### config.mk
export PLATFORM = sky130hd
export DESIGN_NAME = s16_main
export DESIGN_NICKNAME = d
export VERILOG_FILES = /design/src/common/s16_pkg.sv /design/src/cabinet/s16_cab_io.sv /design/src/decode/s16_addr_decode.sv /design/src/hdl/s16_bus_return.sv /design/src/hdl/s16_main.sv /design/src/hdl/s16_vblank_irq.sv
export SDC_FILE = /design/constraint.sdc
export NUM_CORES = 1
export LEC_CHECK = 0
export BUFFER_PORTS_ARGS = -buffer_cell sky130_fd_sc_hd__clkbuf_2
export CORE_AREA = 2 2 93 95
export CTS_CLUSTER_DIAMETER = 120
export DETAILED_ROUTE_END_ITERATION = 12
export DIE_AREA = 0 0 95 97
export HOLD_SLACK_MARGIN = 0.15
export PLACE_DENSITY = 0.92
export RECOVER_POWER = 50
export SYNTH_ARGS = -nofsm -noshare
export SYNTH_HDL_FRONTEND = slang
export SYNTH_SLANG_ARGS = --single-unit
### constraint.sdc
create_clock -name clk -period 3.9 [get_ports clk]
set_clock_uncertainty 0.2 [all_clocks]
set_input_delay 0.39 -clock clk [delete_from_list [all_inputs] [get_ports clk]]
set_output_delay 0.39 -clock clk [all_outputs]
set_load 0.05 [all_outputs]
### src/common/s16_pkg.sv
// main cpu bus definitions
package s16_pkg;

    // vertical blank request line
    localparam int unsigned VBLANK_LINE = 223;

    localparam logic [7:0]  PPI_CTRL_RESET = 8'h9b;  // 8255 mode word after reset
    localparam logic [15:0] OPEN_BUS       = 16'hffff;

    // page codes from addr[18:16], each with its addr[23:22] code
    localparam logic [2:0] PAGE_VRAM = 3'd0;
    localparam logic [1:0] TOP_VRAM  = 2'd1;
    localparam logic [2:0] PAGE_CHR  = 3'd1;
    localparam logic [1:0] TOP_CHR   = 2'd1;
    localparam logic [2:0] PAGE_OBJ  = 3'd4;
    localparam logic [1:0] TOP_OBJ   = 2'd1;
    localparam logic [2:0] PAGE_PAL  = 3'd4;
    localparam logic [1:0] TOP_PAL   = 2'd2;
    localparam logic [2:0] PAGE_IO   = 3'd4;
    localparam logic [1:0] TOP_IO    = 2'd3;
    localparam logic [2:0] PAGE_WDOG = 3'd6;
    localparam logic [1:0] TOP_WDOG  = 2'd3;
    localparam logic [2:0] PAGE_RAM  = 3'd7;
    localparam logic [1:0] TOP_RAM   = 2'd3;
    localparam logic [1:0] TOP_ROM   = 2'd0;  // rom ignores the page bits

    typedef enum logic [3:0] {
        REG_NONE, REG_ROM, REG_VRAM, REG_CHR, REG_OBJ,
        REG_PAL, REG_IO, REG_WDOG, REG_RAM
    } region_e;

    typedef enum logic [1:0] {
        PORT_A, PORT_B, PORT_C, PORT_CTRL
    } io_port_e;

    typedef enum logic [1:0] {
        ACK_IDLE, ACK_WAIT, ACK_DONE, ACK_HOLD
    } ack_state_e;

    // cpu side of the bus, word addressed
    typedef struct packed {
        logic [23:1] addr;
        logic        as_n;
        logic        uds_n;
        logic        lds_n;
        logic        rnw;
        logic [15:0] dout;
        logic [2:0]  fc;
    } bus_req_t;

    typedef struct packed {
        logic rom;
        logic vram;
        logic chr;
        logic obj;
        logic pal;
        logic io;
        logic wdog;
        logic ram;
    } chip_sel_t;

    typedef struct packed {
        logic [7:0] joy1;
        logic [7:0] joy2;
        logic [1:0] start;
        logic [1:0] coin;
        logic       service;
        logic [7:0] dipsw_a;
        logic [7:0] dipsw_b;
    } cab_in_t;

endpackage

### src/cabinet/s16_cab_io.sv
// cabinet inputs and 8255 ports
`timescale 1ns/1ps

module s16_cab_io import s16_pkg::*; (
    input  logic       clk,
    input  logic       rst,
    input  bus_req_t   bus,
    input  logic       io_cs,
    input  cab_in_t    cab,
    input  logic       snd_ack,
    output logic [7:0] cab_dout,
    output logic [7:0] snd_latch,
    output logic       snd_irqn,
    output logic       flip
);

    logic [7:0] ppi_ctrl;   // 8255 control word, kept for read back
    logic [7:0] rd_data;
    logic       wr_en;
    io_port_e   port;

    // board wiring of the joystick lines
    function automatic logic [7:0] sort_joy(input logic [7:0] j);
        sort_joy = {j[1], j[0], j[3], j[2], j[7], j[5], j[4], j[6]};
    endfunction

    assign port  = io_port_e'(bus.addr[2:1]);
    assign wr_en = io_cs & ~bus.rnw & ~bus.lds_n;  // low byte only

    always_ff @(posedge clk or posedge rst) begin
        if (rst) begin
            snd_latch <= 8'd0;
            snd_irqn  <= 1'b1;
            flip      <= 1'b0;
            ppi_ctrl  <= PPI_CTRL_RESET;
        end else if (wr_en && bus.addr[13:12] == 2'd0) begin
            case (port)
                PORT_A:    snd_latch <= bus.dout[7:0];
                PORT_B:    flip      <= bus.dout[7];
                PORT_C:    snd_irqn  <= bus.dout[7];
                PORT_CTRL: ppi_ctrl  <= bus.dout[7:0];
                default:   ppi_ctrl  <= ppi_ctrl;
            endcase
        end
    end

    always_comb begin
        rd_data = 8'hff;
        case (bus.addr[13:12])
            2'd0: begin
                case (port)
                    PORT_A:    rd_data = snd_latch;
                    PORT_B:    rd_data = {flip, 7'h7f};
                    PORT_C:    rd_data = {snd_irqn, snd_ack, 6'h3f};
                    PORT_CTRL: rd_data = ppi_ctrl;
                    default:   rd_data = 8'hff;
                endcase
            end
            2'd1: begin
                case (bus.addr[2:1])
                    2'd0:    rd_data = {2'b11, cab.start, cab.service, 1'b1, cab.coin};
                    2'd1:    rd_data = sort_joy(cab.joy1);
                    2'd3:    rd_data = sort_joy(cab.joy2);
                    default: rd_data = 8'hff;
                endcase
            end
            2'd2: begin
                rd_data = bus.addr[1] ? cab.dipsw_b : cab.dipsw_a;
            end
            default: rd_data = 8'hff;
        endcase
    end

    // follows the address every cycle so the byte is ready before the ack
    always_ff @(posedge clk) begin
        cab_dout <= rd_data;
    end

endmodule

### src/decode/s16_addr_decode.sv
// memory map decoder
`timescale 1ns/1ps

module s16_addr_decode import s16_pkg::*; (
    input  logic        clk,
    input  logic        rst,
    input  bus_req_t    bus,
    output chip_sel_t   sel,
    output region_e     region,
    output logic [16:0] rom_addr,
    output logic [11:0] ram_addr
);

    chip_sel_t sel_nxt;
    logic      ds_valid;   // write cycles need a data strobe first

    assign rom_addr = bus.addr[17:1];
    assign ram_addr = bus.addr[12:1];

    assign ds_valid = bus.rnw | ~(bus.uds_n & bus.lds_n);

    always_comb begin
        region = REG_NONE;
        if (bus.addr[23:22] == TOP_ROM) begin
            region = REG_ROM;  // 000000-3fffff
        end else begin
            case ({bus.addr[23:22], bus.addr[18:16]})
                {TOP_VRAM, PAGE_VRAM}: region = REG_VRAM;
                {TOP_CHR, PAGE_CHR}:   region = REG_CHR;
                {TOP_OBJ, PAGE_OBJ}:   region = REG_OBJ;
                {TOP_PAL, PAGE_PAL}:   region = REG_PAL;
                {TOP_IO, PAGE_IO}:     region = REG_IO;
                {TOP_WDOG, PAGE_WDOG}: region = REG_WDOG;
                {TOP_RAM, PAGE_RAM}:   region = REG_RAM;
                default:               region = REG_NONE;
            endcase
        end
    end

    always_comb begin
        sel_nxt = '0;
        case (region)
            REG_ROM:  sel_nxt.rom  = 1'b1;
            REG_VRAM: sel_nxt.vram = ds_valid;  // byte enables must be valid
            REG_CHR:  sel_nxt.chr  = 1'b1;
            REG_OBJ:  sel_nxt.obj  = 1'b1;
            REG_PAL:  sel_nxt.pal  = 1'b1;
            REG_IO:   sel_nxt.io   = 1'b1;
            REG_WDOG: sel_nxt.wdog = 1'b1;
            REG_RAM:  sel_nxt.ram  = ds_valid;
            default:  sel_nxt = '0;
        endcase
    end

    always_ff @(posedge clk or posedge rst) begin
        if (rst) begin
            sel <= '0;
        end else if (bus.as_n) begin
            sel <= '0;  // released right after the strobe
        end else begin
            sel <= sel_nxt;
        end
    end

    // never more than one device on the bus
    a_sel_onehot: assert property (@(posedge clk) disable iff (rst) $onehot0(sel));

endmodule

### src/hdl/s16_bus_return.sv
// read data return and dtack
`timescale 1ns/1ps

module s16_bus_return import s16_pkg::*; (
    input  logic        clk,
    input  logic        rst,
    input  bus_req_t    bus,
    input  chip_sel_t   sel,
    input  logic [7:0]  cab_dout,
    input  logic [15:0] ram_data,
    input  logic [15:0] rom_data,
    input  logic [15:0] chr_dout,
    input  logic [15:0] obj_dout,
    input  logic [15:0] pal_dout,
    input  logic        rom_ok,
    input  logic        ram_ok,
    output logic [15:0] cpu_din,
    output logic        dtack_n
);

    ack_state_e  state;
    logic [15:0] rd_mux;
    logic        strb_q;    // data strobes valid as of last edge
    logic        busy;      // selected memory not ready yet

    always_comb begin
        if (sel.ram || sel.vram) begin
            rd_mux = ram_data;
        end else if (sel.rom) begin
            rd_mux = rom_data;
        end else if (sel.chr) begin
            rd_mux = chr_dout;
        end else if (sel.pal) begin
            rd_mux = pal_dout;
        end else if (sel.obj) begin
            rd_mux = obj_dout;
        end else if (sel.io) begin
            rd_mux = {8'hff, cab_dout};  // 8-bit port on the low lane
        end else begin
            rd_mux = OPEN_BUS;
        end
    end

    assign busy = (sel.rom & ~rom_ok) | ((sel.ram | sel.vram) & ~ram_ok);

    always_ff @(posedge clk or posedge rst) begin
        if (rst) begin
            state   <= ACK_IDLE;
            dtack_n <= 1'b1;
            strb_q  <= 1'b0;
        end else begin
            strb_q <= bus.rnw | ~(bus.uds_n & bus.lds_n);
            case (state)
                ACK_IDLE: begin
                    if (!bus.as_n) state <= ACK_WAIT;
                end
                ACK_WAIT: begin
                    // ram/vram selects wait on the data strobes of a write
                    if (bus.as_n) begin
                        state <= ACK_IDLE;
                    end else if (strb_q && !busy) begin
                        state   <= ACK_HOLD;
                        dtack_n <= 1'b0;
                    end
                end
                ACK_HOLD: begin
                    if (bus.as_n) begin
                        state   <= ACK_DONE;
                        dtack_n <= 1'b1;
                    end
                end
                ACK_DONE: begin
                    // sel is clearing now, a new strobe may already be low
                    state <= bus.as_n ? ACK_IDLE : ACK_WAIT;
                end
                default: state <= ACK_IDLE;
            endcase
        end
    end

    // loaded together with the ack and kept while dtack_n is low
    always_ff @(posedge clk) begin
        if (state == ACK_WAIT) begin
            cpu_din <= rd_mux;
        end
    end

    // the strobe was low at the edge that pulled dtack_n down
    a_dtack_in_cycle: assert property (@(posedge clk) disable iff (rst)
        $fell(dtack_n) |-> !$past(bus.as_n));

endmodule

### src/hdl/s16_main.sv
// main cpu bus logic top
`timescale 1ns/1ps

module s16_main import s16_pkg::*; (
    input  logic        clk,
    input  logic        rst,
    input  bus_req_t    bus,
    // video timing
    input  logic [8:0]  vdump,
    input  logic        hstart,
    // memory read data
    input  logic [15:0] ram_data,   // shared by work ram and vram
    input  logic [15:0] rom_data,
    input  logic [15:0] chr_dout,
    input  logic [15:0] obj_dout,
    input  logic [15:0] pal_dout,
    input  logic        rom_ok,
    input  logic        ram_ok,
    input  cab_in_t     cab,
    input  logic        snd_ack,
    output chip_sel_t   sel,
    output logic [16:0] rom_addr,
    output logic [11:0] ram_addr,
    output logic [15:0] cpu_din,
    output logic        dtack_n,
    output logic        ipl2_n,
    output logic [7:0]  snd_latch,
    output logic        snd_irqn,
    output logic        flip
);

    logic [7:0] cab_dout;

    s16_addr_decode u_decode (
        .clk      (clk),
        .rst      (rst),
        .bus      (bus),
        .sel      (sel),
        .region   (),
        .rom_addr (rom_addr),
        .ram_addr (ram_addr)
    );

    s16_cab_io u_cab (
        .clk       (clk),
        .rst       (rst),
        .bus       (bus),
        .io_cs     (sel.io),
        .cab       (cab),
        .snd_ack   (snd_ack),
        .cab_dout  (cab_dout),
        .snd_latch (snd_latch),
        .snd_irqn  (snd_irqn),
        .flip      (flip)
    );

    s16_bus_return u_ret (
        .clk      (clk),
        .rst      (rst),
        .bus      (bus),
        .sel      (sel),
        .cab_dout (cab_dout),
        .ram_data (ram_data),
        .rom_data (rom_data),
        .chr_dout (chr_dout),
        .obj_dout (obj_dout),
        .pal_dout (pal_dout),
        .rom_ok   (rom_ok),
        .ram_ok   (ram_ok),
        .cpu_din  (cpu_din),
        .dtack_n  (dtack_n)
    );

    s16_vblank_irq u_irq (
        .clk    (clk),
        .rst    (rst),
        .bus    (bus),
        .vdump  (vdump),
        .hstart (hstart),
        .ipl2_n (ipl2_n)
    );

endmodule

### src/hdl/s16_vblank_irq.sv
// vertical blank interrupt
`timescale 1ns/1ps

module s16_vblank_irq import s16_pkg::*; (
    input  logic       clk,
    input  logic       rst,
    input  bus_req_t   bus,
    input  logic [8:0] vdump,
    input  logic       hstart,
    output logic       ipl2_n
);

    logic hstart_l;
    logic inta;

    assign inta = (&bus.fc) & ~bus.as_n;  // interrupt acknowledge cycle

    always_ff @(posedge clk or posedge rst) begin
        if (rst) begin
            ipl2_n   <= 1'b1;
            hstart_l <= 1'b0;
        end else begin
            hstart_l <= hstart;
            if (inta) begin
                ipl2_n <= 1'b1;   // ack has priority
            end else if (hstart && !hstart_l && vdump == 9'(VBLANK_LINE)) begin
                ipl2_n <= 1'b0;
            end
        end
    end

    a_ack_clears: assert property (@(posedge clk) disable iff (rst) inta |=> ipl2_n);

endmodule

==> metrics <==
run status finished, violations left; failing checks capacitance limit, slew limit; Die Width 95 um; Worst EP required 3.31 ns; DR WL/cell 17.1 um; register area 1450 um^2; CTS H-tree depth 2; Worst setup SP type flip-flop; delay-heaviest family, CP flip-flops; switching share of power 27.5%; Vias 3357; FF-to-FF path depth 3; reg2reg end u_cab.snd_latch[3]; Peak VDD IR 188 uV; ANT nets after route 0; min-delay src vdump[4]; CTS Buffer Depth 2; Int Pwr about 0.95 mW; nets 697; Resize count post-CTS 0; Fmax about 420 MHz; Synth Area in Compound Gates 14.9%; setup TNS 0 ns; Crit Reg-Reg Startpoint u_decode.sel[2]; min Tclk post-route 2.36 ns; FP Rows 33; max incr delay on CP just over 1 ns; largest family of logic cells by synthesized area simple AND/OR/NAND/NOR gates; GPL Wtd Cong between 0.8 and 0.9; Initial Util 42.1%; Area after DPL 4260 um^2; final hold violation count 0; gr usage total 22.8%; Overflow after GRT 0; Worst Tran Pin Value about 1.7 ns; CP endpoint kind output pin; adder-cell share of the synthesized area 0%; via/cell ratio roughly 5.4; Die H 97 um; CTS root buffer clkbuf_8; I/O pin count 243; Hold Path Depth 4; mux cell area share after synthesis 12.2%; DRC errors left 0; Finished Cell Area 4540 um^2; dpl hpwl about 8200 um; RSZ-0062 raised after global routing no; P_sw 0.362 mW; DR iter-0 viols 151; Post-Synth Simple-Gate Area 20.8%; Hold Path Class input port to flip-flop; initial antenna violation count 0; Rel. slew slack -10.6%; clock share of power between 20% and 30%; largest net degree at the start of global routing 42; global-route wire length before repair 16500 um; Worst Path Buf+Inv 1; Filler Cells Inserted 720; area of the multi-input gates around 1600 um^2; most frequent cells in the layout clkbuf_2, mux2_2, o21ai_0, dfrtp_1, nand2_1; Reg clk slew, reported paths 0.10 ns; FF+latch count, synth between 50 and 60; P_leak 2.08 nW; vias in the first global route 3345; postcts setup bufs 0; syn nets 521; most common cell after layout, fill and taps aside clkbuf_2; post-synthesis sequential area ratio 42.4%; area of the mapped netlist ~3400 um^2; CP Cell Sequence clkbuf_2; setup violators final 0; DR pass1 iterations 4; critical path class flip-flop to output pin; Post-synth EDFFs 16; final slew viol count 33; syn avg cell area 9.98 um^2; sequential power share roughly half; Synth Warn # 0; layout cells sized above 1 46.5%; CP Max Fanout 33; CTS tree done; port bufs 200; power per standard cell area 290 nW/um^2; period utilisation layout roughly three fifths; CTS Sinks 56; max-cap viol count 1; worst skew pair latency 0.31 ns; Hold Path Sink u_irq.ipl2_n; Synth cell types 39; xor/xnor share of the synthesized area 0%; Gate power share 21.0%; Reg2Reg Setup Slack 1.61 ns; Diodes inserted 0; crit path DAT 1.77 ns; Post-Syn Instances 343; area of the core around 8100 um^2; CP max stage cell dfrtp_1; Die Footprint 9220 um^2; ys flop type dfrtp_1; Area Growth Syn to Fin 32.6%; Synth async-reset ratio between 50% and 60%; Num CTS Buffers 5; WL final approximately 11000 um
==> layout make-up <==
cell class,instances,area share [%]
Clock buffer,8,2.70
Inverter,5,0.414
Multi-Input combinational cell,230,36.1
Sequential cell,56,32.0
Tap cell,105,2.89
Timing Repair Buffer,221,25.9
==> cell usage after synthesis (all sizes together) (2+ instances only) <==
| library cell | count | area (um^2) |
|---|---|---|
| o221ai | 13 | 114 |
| a22oi | 8 | 60.1 |
| dfxtp | 8 | 160 |
| nor2b | 18 | 113 |
| nor2 | 6 | 22.5 |
| clkbuf | 19 | 71.3 |
| edfxtp | 16 | 480 |
| o21ai | 33 | 165 |
| nor3b | 17 | 128 |
| nand2b | 2 | 12.5 |
| buf | 33 | 245 |
| a21oi | 17 | 85.1 |
| or4 | 9 | 67.6 |
| nor4 | 3 | 18.8 |
| nand3 | 9 | 45.0 |
| inv | 4 | 15.0 |
| mux2 | 35 | 394 |
| nor3 | 6 | 52.6 |
| or2 | 3 | 18.8 |
| nor4b | 10 | 87.6 |
| dfstp | 8 | 210 |
| o31a | 8 | 70.1 |
| nand2 | 23 | 86.3 |
| dfrtp | 24 | 601 |
==> sequential cells by signal, indices dropped and copies added, names as in the netlist <==
signal           cells
u_cab.cab_dout       8
u_cab.flip           1
u_cab.ppi_ctrl       8
u_cab.snd_irqn       1
u_cab.snd_latch      8
u_decode.sel         8
u_irq.hstart_l       1
u_irq.ipl2_n         1
u_ret.cpu_din       16
u_ret.dtack_n        1
u_ret.state          2
u_ret.strb_q         1
==> worst max path at each step <==
stage,endpoint,start,cells after the start,slack [ns]
global placement,u_cab.snd_latch[4],bus[34],4,1.42
floorplan,u_cab.ppi_ctrl[2],bus[34],5,1.76
CTS,sel[5],u_decode.sel[5],1,1.53
finish,sel[5],u_decode.sel[5],1,1.54
detailed placement,u_cab.snd_latch[5],bus[34],4,1.38
global route,u_decode.sel[5],rst,4,1.09
==> kinds of logic after synthesis <==
| family | Yosys count |
|---|---|
| AOI/OAI and AO/OA | 81 |
| buffers and inverters | 57 |
| DFF | 56 |
| muxes | 36 |
| and+or+nand+nor | 113 |
==> power by group through the flow <==
stage	logic [mW]	registers [mW]	clock network (mW)
3_3_place_gp	0.261	0.657	0
2_1_floorplan	0.165	0.696	0
5_1_grt	0.300	0.649	0.434
4_1_cts	0.279	0.646	0.403
3_5_place_dp	0.266	0.658	0
6_report	0.277	0.646	0.394
==> metal layers <==
layer  share of wire, %  global-route usage (%)  wire length, um
met5                  0                       0                0
met4                1.6                    4.68              171
met3                7.3                    4.60              776
met2                 52                    42.4             5600
met1                 39                    26.4             4130
==> tightest hold or removal path: stages <==
cell      delay [ns]
clkbuf_2        0.08
nand3_1         0.06
o31ai_1         0.06
nand2_1         0.05
==> metrics by stage <==
stage | util [%] | setup slack, ns | total power, mW | hold WS [ns] | cells
4_1_cts | 55.9 | 1.53 | 1.33 | 0.152 | 623
5_1_grt | 55.8 | 1.09 | 1.38 | 0.155 | 625
2_1_floorplan | - | 1.76 | 0.862 | 0.221 | 343
3_5_place_dp | 52.4 | 1.38 | 0.924 | 0.260 | 599
6_report | 55.8 | 1.54 | 1.32 | 0.160 | 625
3_3_place_gp | 52.4 | 1.42 | 0.918 | 0.264 | 599
==> repair_timing <==
action,in CTS,in global routing
setup endpoints to repair,0,0
hold endpoints to repair,44,5
hold buffers,16,2
No activity file was read; power rests on OpenSTA's default activity.
